## config.mk

```make
export PLATFORM = sky130hd
export DESIGN_NAME = executeStage_flat
export DESIGN_NICKNAME = d
export VERILOG_FILES = /design/src/hdl/pipePkg.sv /design/src/hdl/stageBus.sv /design/src/hdl/executeStage.sv /design/src/flat_wrapper.sv
export SDC_FILE = /design/constraint.sdc
export NUM_CORES = 1
export LEC_CHECK = 0
export BUFFER_PORTS_ARGS = -buffer_cell sky130_fd_sc_hd__buf_4
export CORE_ASPECT_RATIO = 1.5
export CORE_MARGIN = 2
export CORE_UTILIZATION = 25
export CTS_CLUSTER_DIAMETER = 60
export DETAILED_ROUTE_END_ITERATION = 6
export GPL_TIMING_DRIVEN = 0
export PLACE_DENSITY = 0.52
export SLEW_MARGIN = 10
export SYNTH_ARGS = -nofsm -noshare
export SYNTH_HDL_FRONTEND = slang
export SYNTH_SLANG_ARGS = --single-unit
```

## constraint.sdc

```tcl
create_clock -name clk -period 4.3 [get_ports clk]
set_clock_uncertainty 0.15 [all_clocks]
set_input_delay 0.43 -clock clk [delete_from_list [all_inputs] [get_ports clk]]
set_output_delay 0.43 -clock clk [all_outputs]
set_load 0.1 [all_outputs]
```

## src/hdl/pipePkg.sv

```systemverilog
/* Shared widths and types for the pipelined back end.
   Every RTL file imports what it needs from here. */
`default_nettype none

package pipePkg;

  ////////////////////////////////////////////////////////////////////////////
  // Widths
  ////////////////////////////////////////////////////////////////////////////
  parameter int regIdBits   = 4;   // Sixteen architectural registers
  parameter int dataBits    = 16;  // Width of the datapath word
  parameter int numRegs     = 2 ** regIdBits;
  parameter int memAddrBits = 8;   // Data memory holds 256 words

  typedef logic [regIdBits-1:0] regIdT;  // Register id
  typedef logic [dataBits-1:0]  dataT;   // Datapath word

  ////////////////////////////////////////////////////////////////////////////
  // Encodings
  ////////////////////////////////////////////////////////////////////////////
  // Loads and stores both form their address as rs1 plus the immediate
  typedef enum logic [2:0] {
    opAdd   = 3'd0,
    opSub   = 3'd1,
    opAnd   = 3'd2,
    opXor   = 3'd3,
    opSll   = 3'd4,  // Shift amount is the low four bits of operand B
    opSrl   = 3'd5,
    opLoad  = 3'd6,
    opStore = 3'd7   // Stores take their data from rs2
  } aluOpT;

  // Operand source chosen by the forwarding unit
  typedef enum logic [1:0] {
    fwdNone  = 2'b00,  // Value read from the register file
    fwdMemWb = 2'b01,  // Result held in the MEM/WB register
    fwdExMem = 2'b10   // Result held in the EX/MEM register
  } fwdSelT;

endpackage : pipePkg

`default_nettype wire

```

## src/hdl/stageBus.sv

```systemverilog
/* One pipeline register bundle between two stages.
   The stage that owns the register takes producer, every reader takes consumer. */
`default_nettype none

interface stageBus;
  import pipePkg::*;

  logic  valid;      // An instruction occupies this stage
  logic  regWrite;   // Instruction writes rd at write-back
  regIdT rd;         // Destination register
  regIdT src2;       // Second source id, needed for store data forwarding
  dataT  result;     // ALU result, load data or memory address
  dataT  storeData;  // Data a store puts into memory
  logic  memRead;    // Instruction is a load
  logic  memWrite;   // Instruction is a store

  // Owning stage drives all fields from its pipeline register
  modport producer (
    output valid,
    output regWrite,
    output rd,
    output src2,
    output result,
    output storeData,
    output memRead,
    output memWrite
  );

  // Downstream stages, the forwarding unit and the register file only look
  modport consumer (
    input valid,
    input regWrite,
    input rd,
    input src2,
    input result,
    input storeData,
    input memRead,
    input memWrite
  );

endinterface : stageBus

`default_nettype wire

```

## src/hdl/executeStage.sv

```systemverilog
/* ID/EX pipeline register, forwarding operand muxes and the ALU.
   Loads the issued instruction on the issue edge and drives the EX/MEM bundle. */
`default_nettype none

module executeStage (
  input  wire             clk,
  input  wire             rst,
  input  wire             issueValid,   // Instruction presented this cycle
  input  pipePkg::aluOpT  issueOp,
  input  pipePkg::regIdT  issueRs1,
  input  pipePkg::regIdT  issueRs2,
  input  pipePkg::regIdT  issueRd,
  input  pipePkg::dataT   issueImm,
  input  pipePkg::dataT   rfData1,      // Register file read of issueRs1
  input  pipePkg::dataT   rfData2,      // Register file read of issueRs2
  input  pipePkg::fwdSelT fwdA,
  input  pipePkg::fwdSelT fwdB,
  input  wire             fwdStoreEx,
  output pipePkg::regIdT  idExSrc1,     // Source ids for the forwarding unit
  output pipePkg::regIdT  idExSrc2,
  stageBus.consumer       memWb,        // Older result for forwarding
  stageBus.producer       exMem         // EX/MEM register
);
  import pipePkg::*;

  // ID/EX register
  logic  idExValid;
  aluOpT idExOp;
  regIdT idExRs1;
  regIdT idExRs2;
  regIdT idExRd;
  dataT  idExImm;
  dataT  idExVal1;  // Register values read in the issue cycle
  dataT  idExVal2;

  dataT  srcA;      // Operand A after forwarding
  dataT  srcB;      // Register operand B after forwarding
  dataT  opB;       // ALU operand B, immediate for memory ops
  dataT  aluOut;
  dataT  storeVal;  // Store data after forwarding from MEM/WB
  logic  isMemOp;

  ////////////////////////////////////////////////////////////////////////////
  // ID/EX register
  ////////////////////////////////////////////////////////////////////////////
  always_ff @(posedge clk) begin
    if (rst) idExValid <= 1'b0;
    else     idExValid <= issueValid;
  end

  always_ff @(posedge clk) begin
    idExOp   <= issueOp;
    idExRs1  <= issueRs1;
    idExRs2  <= issueRs2;
    idExRd   <= issueRd;
    idExImm  <= issueImm;
    idExVal1 <= rfData1;
    idExVal2 <= rfData2;
  end

  assign idExSrc1 = idExRs1;
  assign idExSrc2 = idExRs2;

  ////////////////////////////////////////////////////////////////////////////
  // Operand selection and ALU
  ////////////////////////////////////////////////////////////////////////////
  always_comb begin
    case (fwdA)
      fwdExMem: srcA = exMem.result;  // Result of the instruction one ahead
      fwdMemWb: srcA = memWb.result;  // Result of the instruction two ahead
      default:  srcA = idExVal1;
    endcase
    case (fwdB)
      fwdExMem: srcB = exMem.result;
      fwdMemWb: srcB = memWb.result;
      default:  srcB = idExVal2;
    endcase
  end

  assign isMemOp = (idExOp == opLoad) || (idExOp == opStore);
  assign opB     = isMemOp ? idExImm : srcB;

  // A newer writer still in EX/MEM is picked up later in the memory stage
  assign storeVal = fwdStoreEx ? memWb.result : idExVal2;

  always_comb begin
    case (idExOp)
      opAdd:   aluOut = srcA + opB;
      opSub:   aluOut = srcA - opB;
      opAnd:   aluOut = srcA & opB;
      opXor:   aluOut = srcA ^ opB;
      opSll:   aluOut = srcA << opB[3:0];
      opSrl:   aluOut = srcA >> opB[3:0];
      default: aluOut = srcA + opB;  // Address for loads and stores
    endcase
  end

  ////////////////////////////////////////////////////////////////////////////
  // EX/MEM register
  ////////////////////////////////////////////////////////////////////////////
  always_ff @(posedge clk) begin
    if (rst) begin
      exMem.valid    <= 1'b0;
      exMem.regWrite <= 1'b0;
      exMem.memRead  <= 1'b0;
      exMem.memWrite <= 1'b0;
    end else begin
      exMem.valid    <= idExValid;
      exMem.regWrite <= idExOp != opStore;  // Every op except a store writes rd
      exMem.memRead  <= idExOp == opLoad;
      exMem.memWrite <= idExOp == opStore;
    end
  end

  always_ff @(posedge clk) begin
    exMem.rd        <= idExRd;
    exMem.src2      <= idExRs2;
    exMem.result    <= aluOut;
    exMem.storeData <= storeVal;
  end

endmodule : executeStage

`default_nettype wire

```

## src/flat_wrapper.sv

```systemverilog
// flat-port wrapper written by rule: the top's interface ports become plain ports
module executeStage_flat import pipePkg::*;
  (clk, rst, issueValid, issueOp, issueRs1, issueRs2, issueRd, issueImm, rfData1, rfData2, fwdA, fwdB, fwdStoreEx, idExSrc1, idExSrc2, memWb_valid, memWb_regWrite, memWb_rd, memWb_src2, memWb_result, memWb_storeData, memWb_memRead, memWb_memWrite, exMem_valid, exMem_regWrite, exMem_rd, exMem_src2, exMem_result, exMem_storeData, exMem_memRead, exMem_memWrite);
  stageBus memWb_i ();
  stageBus exMem_i ();
  input  wire clk;
  input  wire rst;
  input  wire issueValid;
  input  pipePkg::aluOpT issueOp;
  input  pipePkg::regIdT issueRs1;
  input  pipePkg::regIdT issueRs2;
  input  pipePkg::regIdT issueRd;
  input  pipePkg::dataT issueImm;
  input  pipePkg::dataT rfData1;
  input  pipePkg::dataT rfData2;
  input  pipePkg::fwdSelT fwdA;
  input  pipePkg::fwdSelT fwdB;
  input  wire fwdStoreEx;
  output pipePkg::regIdT idExSrc1;
  output pipePkg::regIdT idExSrc2;
  input wire logic [$bits(memWb_i.valid)-1:0] memWb_valid;
  input wire logic [$bits(memWb_i.regWrite)-1:0] memWb_regWrite;
  input wire logic [$bits(memWb_i.rd)-1:0] memWb_rd;
  input wire logic [$bits(memWb_i.src2)-1:0] memWb_src2;
  input wire logic [$bits(memWb_i.result)-1:0] memWb_result;
  input wire logic [$bits(memWb_i.storeData)-1:0] memWb_storeData;
  input wire logic [$bits(memWb_i.memRead)-1:0] memWb_memRead;
  input wire logic [$bits(memWb_i.memWrite)-1:0] memWb_memWrite;
  output wire logic [$bits(exMem_i.valid)-1:0] exMem_valid;
  output wire logic [$bits(exMem_i.regWrite)-1:0] exMem_regWrite;
  output wire logic [$bits(exMem_i.rd)-1:0] exMem_rd;
  output wire logic [$bits(exMem_i.src2)-1:0] exMem_src2;
  output wire logic [$bits(exMem_i.result)-1:0] exMem_result;
  output wire logic [$bits(exMem_i.storeData)-1:0] exMem_storeData;
  output wire logic [$bits(exMem_i.memRead)-1:0] exMem_memRead;
  output wire logic [$bits(exMem_i.memWrite)-1:0] exMem_memWrite;
  assign memWb_i.valid = memWb_valid;
  assign memWb_i.regWrite = memWb_regWrite;
  assign memWb_i.rd = memWb_rd;
  assign memWb_i.src2 = memWb_src2;
  assign memWb_i.result = memWb_result;
  assign memWb_i.storeData = memWb_storeData;
  assign memWb_i.memRead = memWb_memRead;
  assign memWb_i.memWrite = memWb_memWrite;
  assign exMem_valid = exMem_i.valid;
  assign exMem_regWrite = exMem_i.regWrite;
  assign exMem_rd = exMem_i.rd;
  assign exMem_src2 = exMem_i.src2;
  assign exMem_result = exMem_i.result;
  assign exMem_storeData = exMem_i.storeData;
  assign exMem_memRead = exMem_i.memRead;
  assign exMem_memWrite = exMem_i.memWrite;
  executeStage u_core (.clk(clk), .rst(rst), .issueValid(issueValid), .issueOp(issueOp), .issueRs1(issueRs1), .issueRs2(issueRs2), .issueRd(issueRd), .issueImm(issueImm), .rfData1(rfData1), .rfData2(rfData2), .fwdA(fwdA), .fwdB(fwdB), .fwdStoreEx(fwdStoreEx), .idExSrc1(idExSrc1), .idExSrc2(idExSrc2), .memWb(memWb_i), .exMem(exMem_i));
endmodule
```

==> results of run 1 <==
-- state kept, by name (all words and copies together), names as in the netlist --
register / cells
u_core.exMem.memRead: 1
u_core.exMem.storeData: 16
u_core.idExImm: 16
u_core.exMem.src2: 4
u_core.idExVal2: 16
u_core.idExRd: 4
u_core.idExOp: 3
u_core.idExSrc2: 4
u_core.exMem.memWrite: 1
u_core.exMem.regWrite: 1
u_core.exMem.valid: 1
u_core.exMem.result: 16
u_core.idExSrc1: 4
u_core.exMem.rd: 4
u_core.idExVal1: 16
u_core.idExValid: 1
-- cell usage in the layout, fill, tap and decap left out, drive strengths merged, types with 7 or more instances in the layout --
cell type	synthesis	routed
xnor2	18	18
xor2	10	10
o31ai	10	10
mux2	26	26
a211oi	8	8
a21oi	45	45
nand2	86	86
dfxtp	108	108
inv	13	15
nor2	35	35
a31oi	13	13
nor2b	21	21
nand3	17	17
ha	41	41
a22oi	23	23
buf	30	171
a221oi	23	23
clkbuf	16	29
nand2b	8	8
mux2i	34	34
o22ai	7	7
o211ai	9	9
o21ai	58	58
-- logic make-up (layout without fill, tap and decap cells) --
| kind of cell | Yosys count | count (layout) | share of synthesized area, % |
|---|---|---|---|
| buf+inv | 59 | 224 | 4.904 |
| xor+xnor | 28 | 28 | 4.010 |
| fa+ha+maj | 42 | 42 | 8.457 |
| compound gates | 221 | 221 | 23.74 |
| simple gates | 195 | 195 | 14.53 |
| flops | 108 | 108 | 34.31 |
| mux | 60 | 60 | 10.05 |
-- synth_stat cells (4+ instances only) --
cell type / n / area share (%)
nor3_1: 6 / 0.48
mux2_2: 24 / 4.3
xor2_1: 10 / 1.4
a21oi_1: 44 / 3.5
o31ai_2: 6 / 1.2
o211ai_1: 9 / 1.1
a21o_1: 4 / 0.48
o21ai_1: 19 / 1.5
o22ai_1: 7 / 0.69
o21ai_0: 39 / 3.1
buf_2: 15 / 1.2
dfxtp_1: 108 / 34
inv_1: 10 / 0.60
buf_4: 4 / 0.48
nor2b_1: 21 / 2.1
mux2i_1: 34 / 5.4
a31oi_1: 12 / 1.2
a211oi_1: 8 / 0.95
a221oi_1: 22 / 3.1
buf_6: 5 / 0.89
and2_1: 6 / 0.60
ha_1: 41 / 8.1
buf_1: 5 / 0.30
o31ai_1: 4 / 0.48
a22oi_1: 23 / 2.7
xnor2_1: 17 / 2.4
clkbuf_1: 14 / 0.83
nand2b_1: 8 / 0.79
and3_1: 6 / 0.60
nand3_1: 17 / 1.3
nor2_1: 34 / 2.0
nand2_1: 86 / 5.1
-- worst reg2reg max path, stage by stage, from the launching register on --
cell and delay, ns:
dfxtp_1 0.47, and2_1 0.18, buf_6 0.18, o31a_1 0.18
buf_6 0.15, buf_2 0.32, ha_4 0.24, nor2_1 0.08
xnor2_2 0.14, ha_1 0.32, nor2b_1 0.15, o21ai_1 0.11
nand2b_1 0.19, a31oi_4 0.26, o21ai_2 0.13, a211oi_2 0.31
xor2_1 0.23, a22oi_1 0.14
-- power by group through the flow --
stage	sequential [mW]	clock, mW	combinational, mW
after floorplan	1.77	0	0.873
after global placement	1.22	0	2.03
after detailed placement	1.22	0	2.02
after CTS	1.20	0.901	2.08
after global routing	1.21	0.931	2.27
final	1.20	0.880	2.16
-- timing repair --
action	in CTS	in global routing
endpoints found under the hold margin	6	0
gates resized for setup	27	29
buffers inserted	5	3
setup endpoints to repair	12	6
hold buffers	6	0
pin swaps	4	5
-- how the worst max path moves through the flow --
stage / startpoint / endpoint / slack [ns] / depth (start not counted)
floorplan: u_core.exMem.result[0] / u_core.exMem.result[12] / 0.12 / 16
global placement: fwdB[0] / u_core.exMem.result[14] / -1.39 / 20
detailed placement: fwdB[0] / u_core.exMem.result[12] / -1.35 / 20
CTS: fwdB[0] / u_core.exMem.result[12] / 0.009 / 20
global route: fwdB[0] / u_core.exMem.result[13] / -0.02 / 20
finish: fwdB[0] / u_core.exMem.result[12] / 0.16 / 20
-- cell type report --
class                           instances  share of cell area (%)
Buffer                                 44                   3.602
Clock inverter                          5                  0.8072
Multi-Input combinational cell        546                   47.58
Sequential cell                       108                   25.83
Timing Repair Buffer                  151                   13.72
Tap cell                              328                   4.903
Inverter                               13                  0.6577
Clock buffer                           11                   2.900
-- routing by layer --
metal  global-route usage, %  vias up  wire length [microns]
met2                   36.85      218                  14080
met4                   12.88        0                   1604
met5                       0        -                      0
met1                   19.14     2968                   9312
met3                   2.727       88                    974
li1                        -     2933                      -
==> results.json, run 1 <==
{
  "final_cells": 1206,
  "first_global_vias": 6355,
  "tightest_slew_ns": 1.370,
  "via_per_inst": 5.147,
  "cap_violations": 0,
  "setup_ws_ns": 0.1584,
  "ios": 167,
  "fp-row-count": 71,
  "register_area_sq_mm": 0.002162,
  "switching_power_mw": 1.982,
  "netlist_area_sq_mm": 0.006302,
  "crit_type": "in2reg",
  "final_core_util_pct": 33.53,
  "path_max_fanout": 10,
  "clock-root-buffer": "clkbuf_16",
  "cp_cell_sequence": "buf_4, inv_1, ha_1, clkbuf_4, clkbuf_4, a221oi_2, nor2_2, a21boi_2, buf_4, clkinvlp_4, xnor2_2, ha_1, nor2b_1, o21ai_1, nand2b_1, a31oi_4, o21ai_2, a211oi_2, xor2_1, a22oi_1",
  "p_int_mw": 2.259,
  "totalNegativeSetupSlack_ns": 0,
  "wirelength_microns": 25970,
  "min_from": "rfData1[3]",
  "critPathBufInv": 6,
  "cp.arrival_ns": 4.19,
  "synthCells": 713,
  "synth.distinct_cells": 65,
  "insertion_delay_ns": 0.37,
  "p_per_area_mw_per_mm2": 506.7,
  "endpoint_kind": "register",
  "core_area_sq_mm": 0.02496,
  "slew_violations": 0,
  "drtIter0Drc": 429,
  "yosysSeqAreaShare_pct": 34.31,
  "timing.hold.ws_ns": 0.01016,
  "synth_async_sr_flop_share_pct": 0,
  "wl_per_cell_microns": 21.53,
  "firstDrtPassIters": 5,
  "fin_crit_ns": 4.142,
  "design_area_sq_mm": 0.008371,
  "status": "finished clean",
  "die_w_microns": 133.6,
  "rrSetupSlack_ns": 0.18,
  "synth_ff_type": "dfxtp_1",
  "rsz0062_at_grt": "yes",
  "ys_warn_count": 0,
  "r2r-start": "u_core.idExOp[2]",
  "hold_end": "u_core.idExVal1[3]",
  "critPathTopFamily": "compound AO/OA/AOI/OAI gates",
  "irDropWorstVdd_uv": 302.6,
  "design.die.area_sq_mm": 0.02652,
  "regToRegEndpoint": "u_core.exMem.result[12]",
  "combPwrFrac_pct": 50.9,
  "htree_levels": 3,
  "rr_worst_depth": 17,
  "synth_fp_nets": 870,
  "p_leak_nw": 3.593,
  "antenna_cells": 0,
  "synth_edf_count": 0,
  "antenna_found_initial": 0,
  "synth_seq_cells": 108,
  "fp.dieH_microns": 198.5,
  "fmax_mhz": 241.5,
  "gp_congestion": 0.9648,
  "hold_violations": 0,
  "drive_gt1_share_pct": 29.38,
  "clock_power_share_pct": 20.8,
  "pre_cts_ws_ns": -1.351,
  "cp_slowest_cell": "ha_1",
  "drc": 0,
  "hold_path.class": "in2reg",
  "holdPathStages": 1,
  "tritoncts": "done",
  "grt_pass1_wl_microns": 38000,
  "slew_headroom_pct": 7.694,
  "cts_sinks": 108,
  "finalSetupViolations": 0,
  "dpl_cell_area_sq_mm": 0.007741,
  "vias": 6207,
  "grt_use_total_pct": 19.27,
  "cpPeakStageDelay_ns": 0.32,
  "sw_frac_of_total_pct": 46.73,
  "syn_area_per_cell_sq_um": 8.839,
  "area_growth_pct": 32.82,
  "start_util_pct": 25.25,
  "cts.reportedPaths.clkPinSlew_ns": 0.08,
  "final_nets": 1030,
  "antenna_left": 0,
  "fillers": 2644,
  "hpwlAfterDp_microns": 21200,
  "power_mw": 4.242,
  "post-route-period-util_pct": 96.32,
  "seqPwrFrac_pct": 28.3,
  "port_buffers": 137,
  "cts_buffers": 9,
  "clockBufferDepth": 2,
  "grt_max_degree": 21,
  "dp.cells": 1178,
  "cp-start-kind": "primary input",
  "cp.required_ns": 4.35,
  "multi_input_area_sq_mm": 0.003983,
  "gr-total-overflow": 0
}
(Power assumes the default switching activity.)
==> run 2: changes to the inputs <==
Settings changed: PLACE_DENSITY 0.52 to 0.44.
==> run 2 against run 1 <==
Fmax down 0.67%. Sequential power about the same. Power down 1.5%. Register-to-register slack better by 0.03 ns. Clock-buffer cell count up 1. Critical endpoint is now u_core.exMem.result[15]. Largest cell class unchanged. Highest routed layer unchanged.
==> results.json, run 2 (synthesis results as in run 1) <==
{
  "status": "finished clean",
  "drtIter0Drc": 355,
  "fmax_mhz": 239.8,
  "vias": 6116,
  "p_per_area_mw_per_mm2": 500.9,
  "design.die.area_sq_mm": 0.02652,
  "clock_power_share_pct": 19.7,
  "slew_violations": 0,
  "final_cell_mix": "buf_4, dfxtp_1, nand2_1",
  "irDropWorstVdd_uv": 330.4,
  "hold_violations": 0,
  "firstDrtPassIters": 5,
  "endpoint_kind": "register",
  "grt_max_degree": 21,
  "antenna_found_initial": 0,
  "grt_use_total_pct": 19.73,
  "cts_buffers": 9,
  "setup_ws_ns": 0.1303,
  "fillers": 2662,
  "dpl_cell_area_sq_mm": 0.007741,
  "slew_headroom_pct": 19.14,
  "tritoncts": "done",
  "area_growth_pct": 32.36,
  "post-route-period-util_pct": 96.97,
  "seqPwrFrac_pct": 28.7,
  "cpPeakStageDelay_ns": 0.45,
  "tightest_slew_ns": 1.200,
  "hold_path.class": "in2reg",
  "pre_cts_ws_ns": -1.347,
  "ios": 167,
  "combPwrFrac_pct": 51.6,
  "first_global_vias": 6163,
  "fp.dieH_microns": 198.5,
  "gp_congestion": 0.9450,
  "cp.arrival_ns": 4.22,
  "clock-root-buffer": "clkbuf_16",
  "cp_cell_sequence": "buf_4, inv_1, ha_1, buf_2, clkbuf_4, a221oi_2, nor2_2, a21boi_2, buf_6, buf_4, a31oi_1, xnor2_1, ha_2, nand2_1, o21ai_2, a32oi_2, a21oi_2, a211oi_2, xnor2_1, o21ai_1",
  "antenna_cells": 0,
  "p_int_mw": 2.214,
  "start_util_pct": 25.25,
  "clockBufferDepth": 2,
  "gr-total-overflow": 0,
  "wirelength_microns": 26180,
  "die_w_microns": 133.6,
  "drc": 0,
  "cts.reportedPaths.clkPinSlew_ns": 0.08,
  "path_max_fanout": 10,
  "final_common_cell": "buf_4",
  "cp-start-kind": "primary input",
  "port_buffers": 137,
  "cp_slowest_cell": "ha_2",
  "grt_pass1_wl_microns": 38800,
  "design_area_sq_mm": 0.008342,
  "insertion_delay_ns": 0.35,
  "fin_crit_ns": 4.170,
  "final_nets": 1023,
  "crit_type": "in2reg",
  "p_leak_nw": 3.562,
  "core_area_sq_mm": 0.02496,
  "htree_levels": 3,
  "final_core_util_pct": 33.42,
  "cp.required_ns": 4.35,
  "drive_gt1_share_pct": 29.85,
  "sw_frac_of_total_pct": 47.01,
  "wl_per_cell_microns": 21.83,
  "switching_power_mw": 1.964,
  "cap_violations": 0,
  "via_per_inst": 5.101,
  "antenna_left": 0,
  "hpwlAfterDp_microns": 21450,
  "fp-row-count": 71,
  "finalSetupViolations": 0,
  "cts_sinks": 108,
  "rsz0062_at_grt": "no"
}
==> run 2: cell count changes in the layout (fill, tap and decap cells not counted), sizes merged, moves of 2 or more <==
| cell | before | now |
|---|---|---|
| dlygate4sd3 | 6 | 0 |
| buf | 171 | 169 |
| clkbuf | 29 | 31 |
| inv | 15 | 13 |
==> run 2: final cells by class <==
cell class,count,area (sq um),share of cell area (%)
multi-input cells,546,4029,48.30
flip-flops and latches,108,2163,25.93
repair buffers,145,1105,13.24
well taps,328,410.4,4.920
plain buffers,43,290.3,3.480
clock buffers,12,256.5,3.075
inverters,13,55.05,0.6600
clock inverters,4,32.53,0.3900
==> run 2: worst paths after layout <==
kind              slack (ns)                      end              from  depth (start not counted)
setup / recovery        0.13  u_core.exMem.result[15]           fwdB[0]                         20
hold / removal          0.02       u_core.idExVal1[3]        rfData1[3]                          1
setup reg to reg        0.21  u_core.exMem.result[15]  u_core.idExOp[1]                         16
hold reg to reg         0.18       u_core.exMem.rd[3]  u_core.idExRd[3]                          0
==> run 2: critical path: cells and delay by family <==
family,cells,cell delay [ns]
AO/OA/AOI/OAI,8,1.60
buffers and inverters,6,0.92
adder cells (fa/ha/maj),2,0.77
XOR/XNOR,2,0.29
AND/OR/NAND/NOR,2,0.19
==> run 2: routing by layer <==
layer / part of all wire (%) / vias to the layer above / GRT usage (%)
met5: 0 / - / 0
met4: 4.8 / 0 / 10.68
met3: 3.2 / 56 / 2.064
met2: 54 / 193 / 36.67
met1: 38 / 2945 / 21.90
li1: - / 2922 / -
==> run 2: power groups by stage <==
stage                     combinational [mW]  clock (mW)  sequential [mW]
after global routing                    2.28       0.885             1.21
after floorplan                        0.873           0             1.77
final                                   2.16       0.822             1.20
after detailed placement                2.02           0             1.22
after global placement                  2.02           0             1.22
after CTS                               2.07       0.850             1.20
==> run 2: what timing repair did <==
action | CTS | global route
gates cloned | 0 | 0
resized for setup | 26 | 35
setup endpoints to repair | 12 | 9
pin swaps | 3 | 9
hold buffers | 0 | 0
buffers inserted | 3 | 5
==> run 2: through the flow <==
step | setup TNS [ns] | power (mW) | instances | hold WS [ns]
6_report | 0 | 4.178 | 1199 | 0.02042
5_1_grt | 0 | 4.378 | 1199 | 0.002800
4_1_cts | 0 | 4.122 | 1195 | 0.006096
3_5_place_dp | -11.19 | 3.240 | 1178 | 0.1636
3_3_place_gp | -11.44 | 3.248 | 1178 | 0.1611
2_1_floorplan | 0 | 2.646 | 713 | 0.1596
==> run 3: changes to the inputs <==
Settings changed: PLACE_DENSITY 0.44 to 0.43.
Clock period 4.3 ns to 4.4 ns, I/O delays scaled along.
==> run 3 against run 2 <==
Combinational power is 3% lower. Critical path depth fell by 1. Clock-buffer cell count down 2. Worst hold slack gained 0.0034 ns. Power is 2.2% lower. Die area unchanged. Non-clock buffer count did not move. Sequential share of layout area grew 0.21 points. Via count decreased by 1.5%. First-iteration DRC count up 3.7%. Critical path type unchanged.
==> results.json, run 3 (synthesis results as in run 1) <==
{
  "antenna_cells": 0,
  "clockBufferDepth": 2,
  "grt_use_total_pct": 19.46,
  "final_nets": 1023,
  "regToRegEndpoint": "u_core.exMem.result[12]",
  "combPwrFrac_pct": 51.4,
  "rr_worst_depth": 17,
  "port_buffers": 137,
  "p_int_mw": 2.145,
  "seqPwrFrac_pct": 28.7,
  "die_w_microns": 133.6,
  "cpPeakStageDelay_ns": 0.33,
  "cp_slowest_cell": "ha_1",
  "pre_cts_ws_ns": -1.486,
  "drive_gt1_share_pct": 29.16,
  "antenna_found_initial": 0,
  "hold_violations": 0,
  "cts_buffers": 9,
  "power_mw": 4.087,
  "wl_per_cell_microns": 21.72,
  "hpwlAfterDp_microns": 21210,
  "start_util_pct": 25.25,
  "cp_cell_sequence": "buf_4, ha_1, buf_2, buf_4, a221oi_1, o31a_1, buf_8, ha_4, nor2_1, xnor2_1, ha_1, nor2b_1, o21ai_0, nand2b_1, a31oi_4, o21ai_4, a211oi_2, xor2_1, a22oi_1",
  "cp-start-kind": "primary input",
  "gp_congestion": 0.9382,
  "ios": 167,
  "rrSetupSlack_ns": 0.23,
  "tritoncts": "done",
  "design.die.area_sq_mm": 0.02652,
  "post-route-period-util_pct": 96.96,
  "final_common_cell": "buf_4",
  "slew_violations": 0,
  "irDropWorstVdd_uv": 286.0,
  "cts_sinks": 108,
  "cp.arrival_ns": 4.32,
  "switching_power_mw": 1.942,
  "gr-total-overflow": 0,
  "via_per_inst": 5.027,
  "core_area_sq_mm": 0.02496,
  "final_core_util_pct": 33.13,
  "crit_start": "fwdB[0]",
  "p_per_area_mw_per_mm2": 494.2,
  "fillers": 2644,
  "finalSetupViolations": 0,
  "grt_pass1_wl_microns": 38320,
  "timing.hold.ws_ns": 0.02382,
  "path_max_fanout": 20,
  "min_from": "rfData1[3]",
  "fp.dieH_microns": 198.5,
  "antenna_left": 0,
  "clock-root-buffer": "clkbuf_16",
  "hold_end": "u_core.idExVal1[3]",
  "drc": 0,
  "r2r-start": "u_core.idExOp[2]",
  "crit_type": "in2reg",
  "setup_ws_ns": 0.1338,
  "status": "finished clean",
  "fin_crit_ns": 4.266,
  "critPathTopFamily": "compound AO/OA/AOI/OAI gates",
  "tightest_slew_ns": 1.209,
  "fmax_mhz": 234.4,
  "p_leak_nw": 3.557,
  "cp.required_ns": 4.46,
  "final_cells": 1199,
  "drtIter0Drc": 368,
  "area_growth_pct": 31.21,
  "grt_max_degree": 21,
  "clock_power_share_pct": 19.9,
  "dp.cells": 1178,
  "insertion_delay_ns": 0.36,
  "wirelength_microns": 26040,
  "htree_levels": 3,
  "vias": 6027,
  "holdPathStages": 1,
  "fp-row-count": 71,
  "first_global_vias": 6132,
  "firstDrtPassIters": 5,
  "sw_frac_of_total_pct": 47.51,
  "endpoint_kind": "register",
  "final_cell_mix": "buf_4, dfxtp_1, nand2_1",
  "hold_path.class": "in2reg",
  "cts.reportedPaths.clkPinSlew_ns": 0.08,
  "critPathBufInv": 4,
  "cap_violations": 0,
  "slew_headroom_pct": 18.56
}
run 3: worst max path at each step:
stage / cells past startpoint / endpoint
floorplan: 16 / u_core.exMem.result[12]
global placement: 19 / u_core.exMem.result[15]
detailed placement: 19 / u_core.exMem.result[15]
CTS: 19 / u_core.exMem.result[15]
global route: 20 / u_core.exMem.result[14]
finish: 19 / u_core.exMem.result[12]
run 3: power by group through the flow:
stage	Sequential (mW)	Combinational (mW)	Clock, mW
3_5_place_dp	1.19	1.98	0
5_1_grt	1.19	2.21	0.868
6_report	1.17	2.10	0.813
4_1_cts	1.18	2.02	0.839
2_1_floorplan	1.73	0.853	0
3_3_place_gp	1.20	1.99	0
run 3: worst register-to-register path, cell delays in order (launching register included):
cell      delay, ns
dfxtp_1        0.45
and2_1         0.18
buf_6          0.18
o31a_1         0.25
buf_6          0.17
buf_2          0.28
ha_4           0.25
nor2_1         0.08
xnor2_1        0.13
ha_1           0.33
nor2b_1        0.16
o21ai_0        0.14
nand2b_1       0.25
a31oi_4        0.32
o21ai_4        0.11
a211oi_2       0.30
xor2_1         0.19
a22oi_1        0.10
run 3: stage by stage:
| step | instance area [sq um] | TNS [ns] |
|---|---|---|
| floorplan | 6302 | 0 |
| global placement | 7741 | -12.70 |
| detailed placement | 7741 | -11.84 |
| CTS | 8134 | 0 |
| global route | 8269 | -0.004021 |
| finish | 8269 | 0 |
run 3: cell type report:
type / count / area (sq um) / area share [%]
Timing Repair Buffer: 144 / 1081 / 13.07
Clock inverter: 6 / 58.81 / 0.7112
Multi-Input combinational cell: 546 / 3988 / 48.22
Buffer: 44 / 275.3 / 3.329
Clock buffer: 10 / 239.0 / 2.890
Sequential cell: 108 / 2162 / 26.15
Tap cell: 328 / 410.4 / 4.963
Inverter: 13 / 55.05 / 0.6658
run 3: layer usage:
| metal | global-route usage [%] | part of all wire [%] | vias to the layer above |
|---|---|---|---|
| li1 | - | - | 2926 |
| met1 | 20.98 | 38 | 2861 |
| met2 | 37.71 | 55 | 195 |
| met3 | 1.784 | 3.4 | 45 |
| met4 | 9.338 | 4.0 | 0 |
| met5 | 0 | 0 | - |
run 3: repair_timing:
action | in CTS | in global routing
hold buffers | 0 | 0
endpoints found under the setup margin | 12 | 7
pin swaps | 3 | 5
resized for setup | 22 | 23
setup buffers | 4 | 3
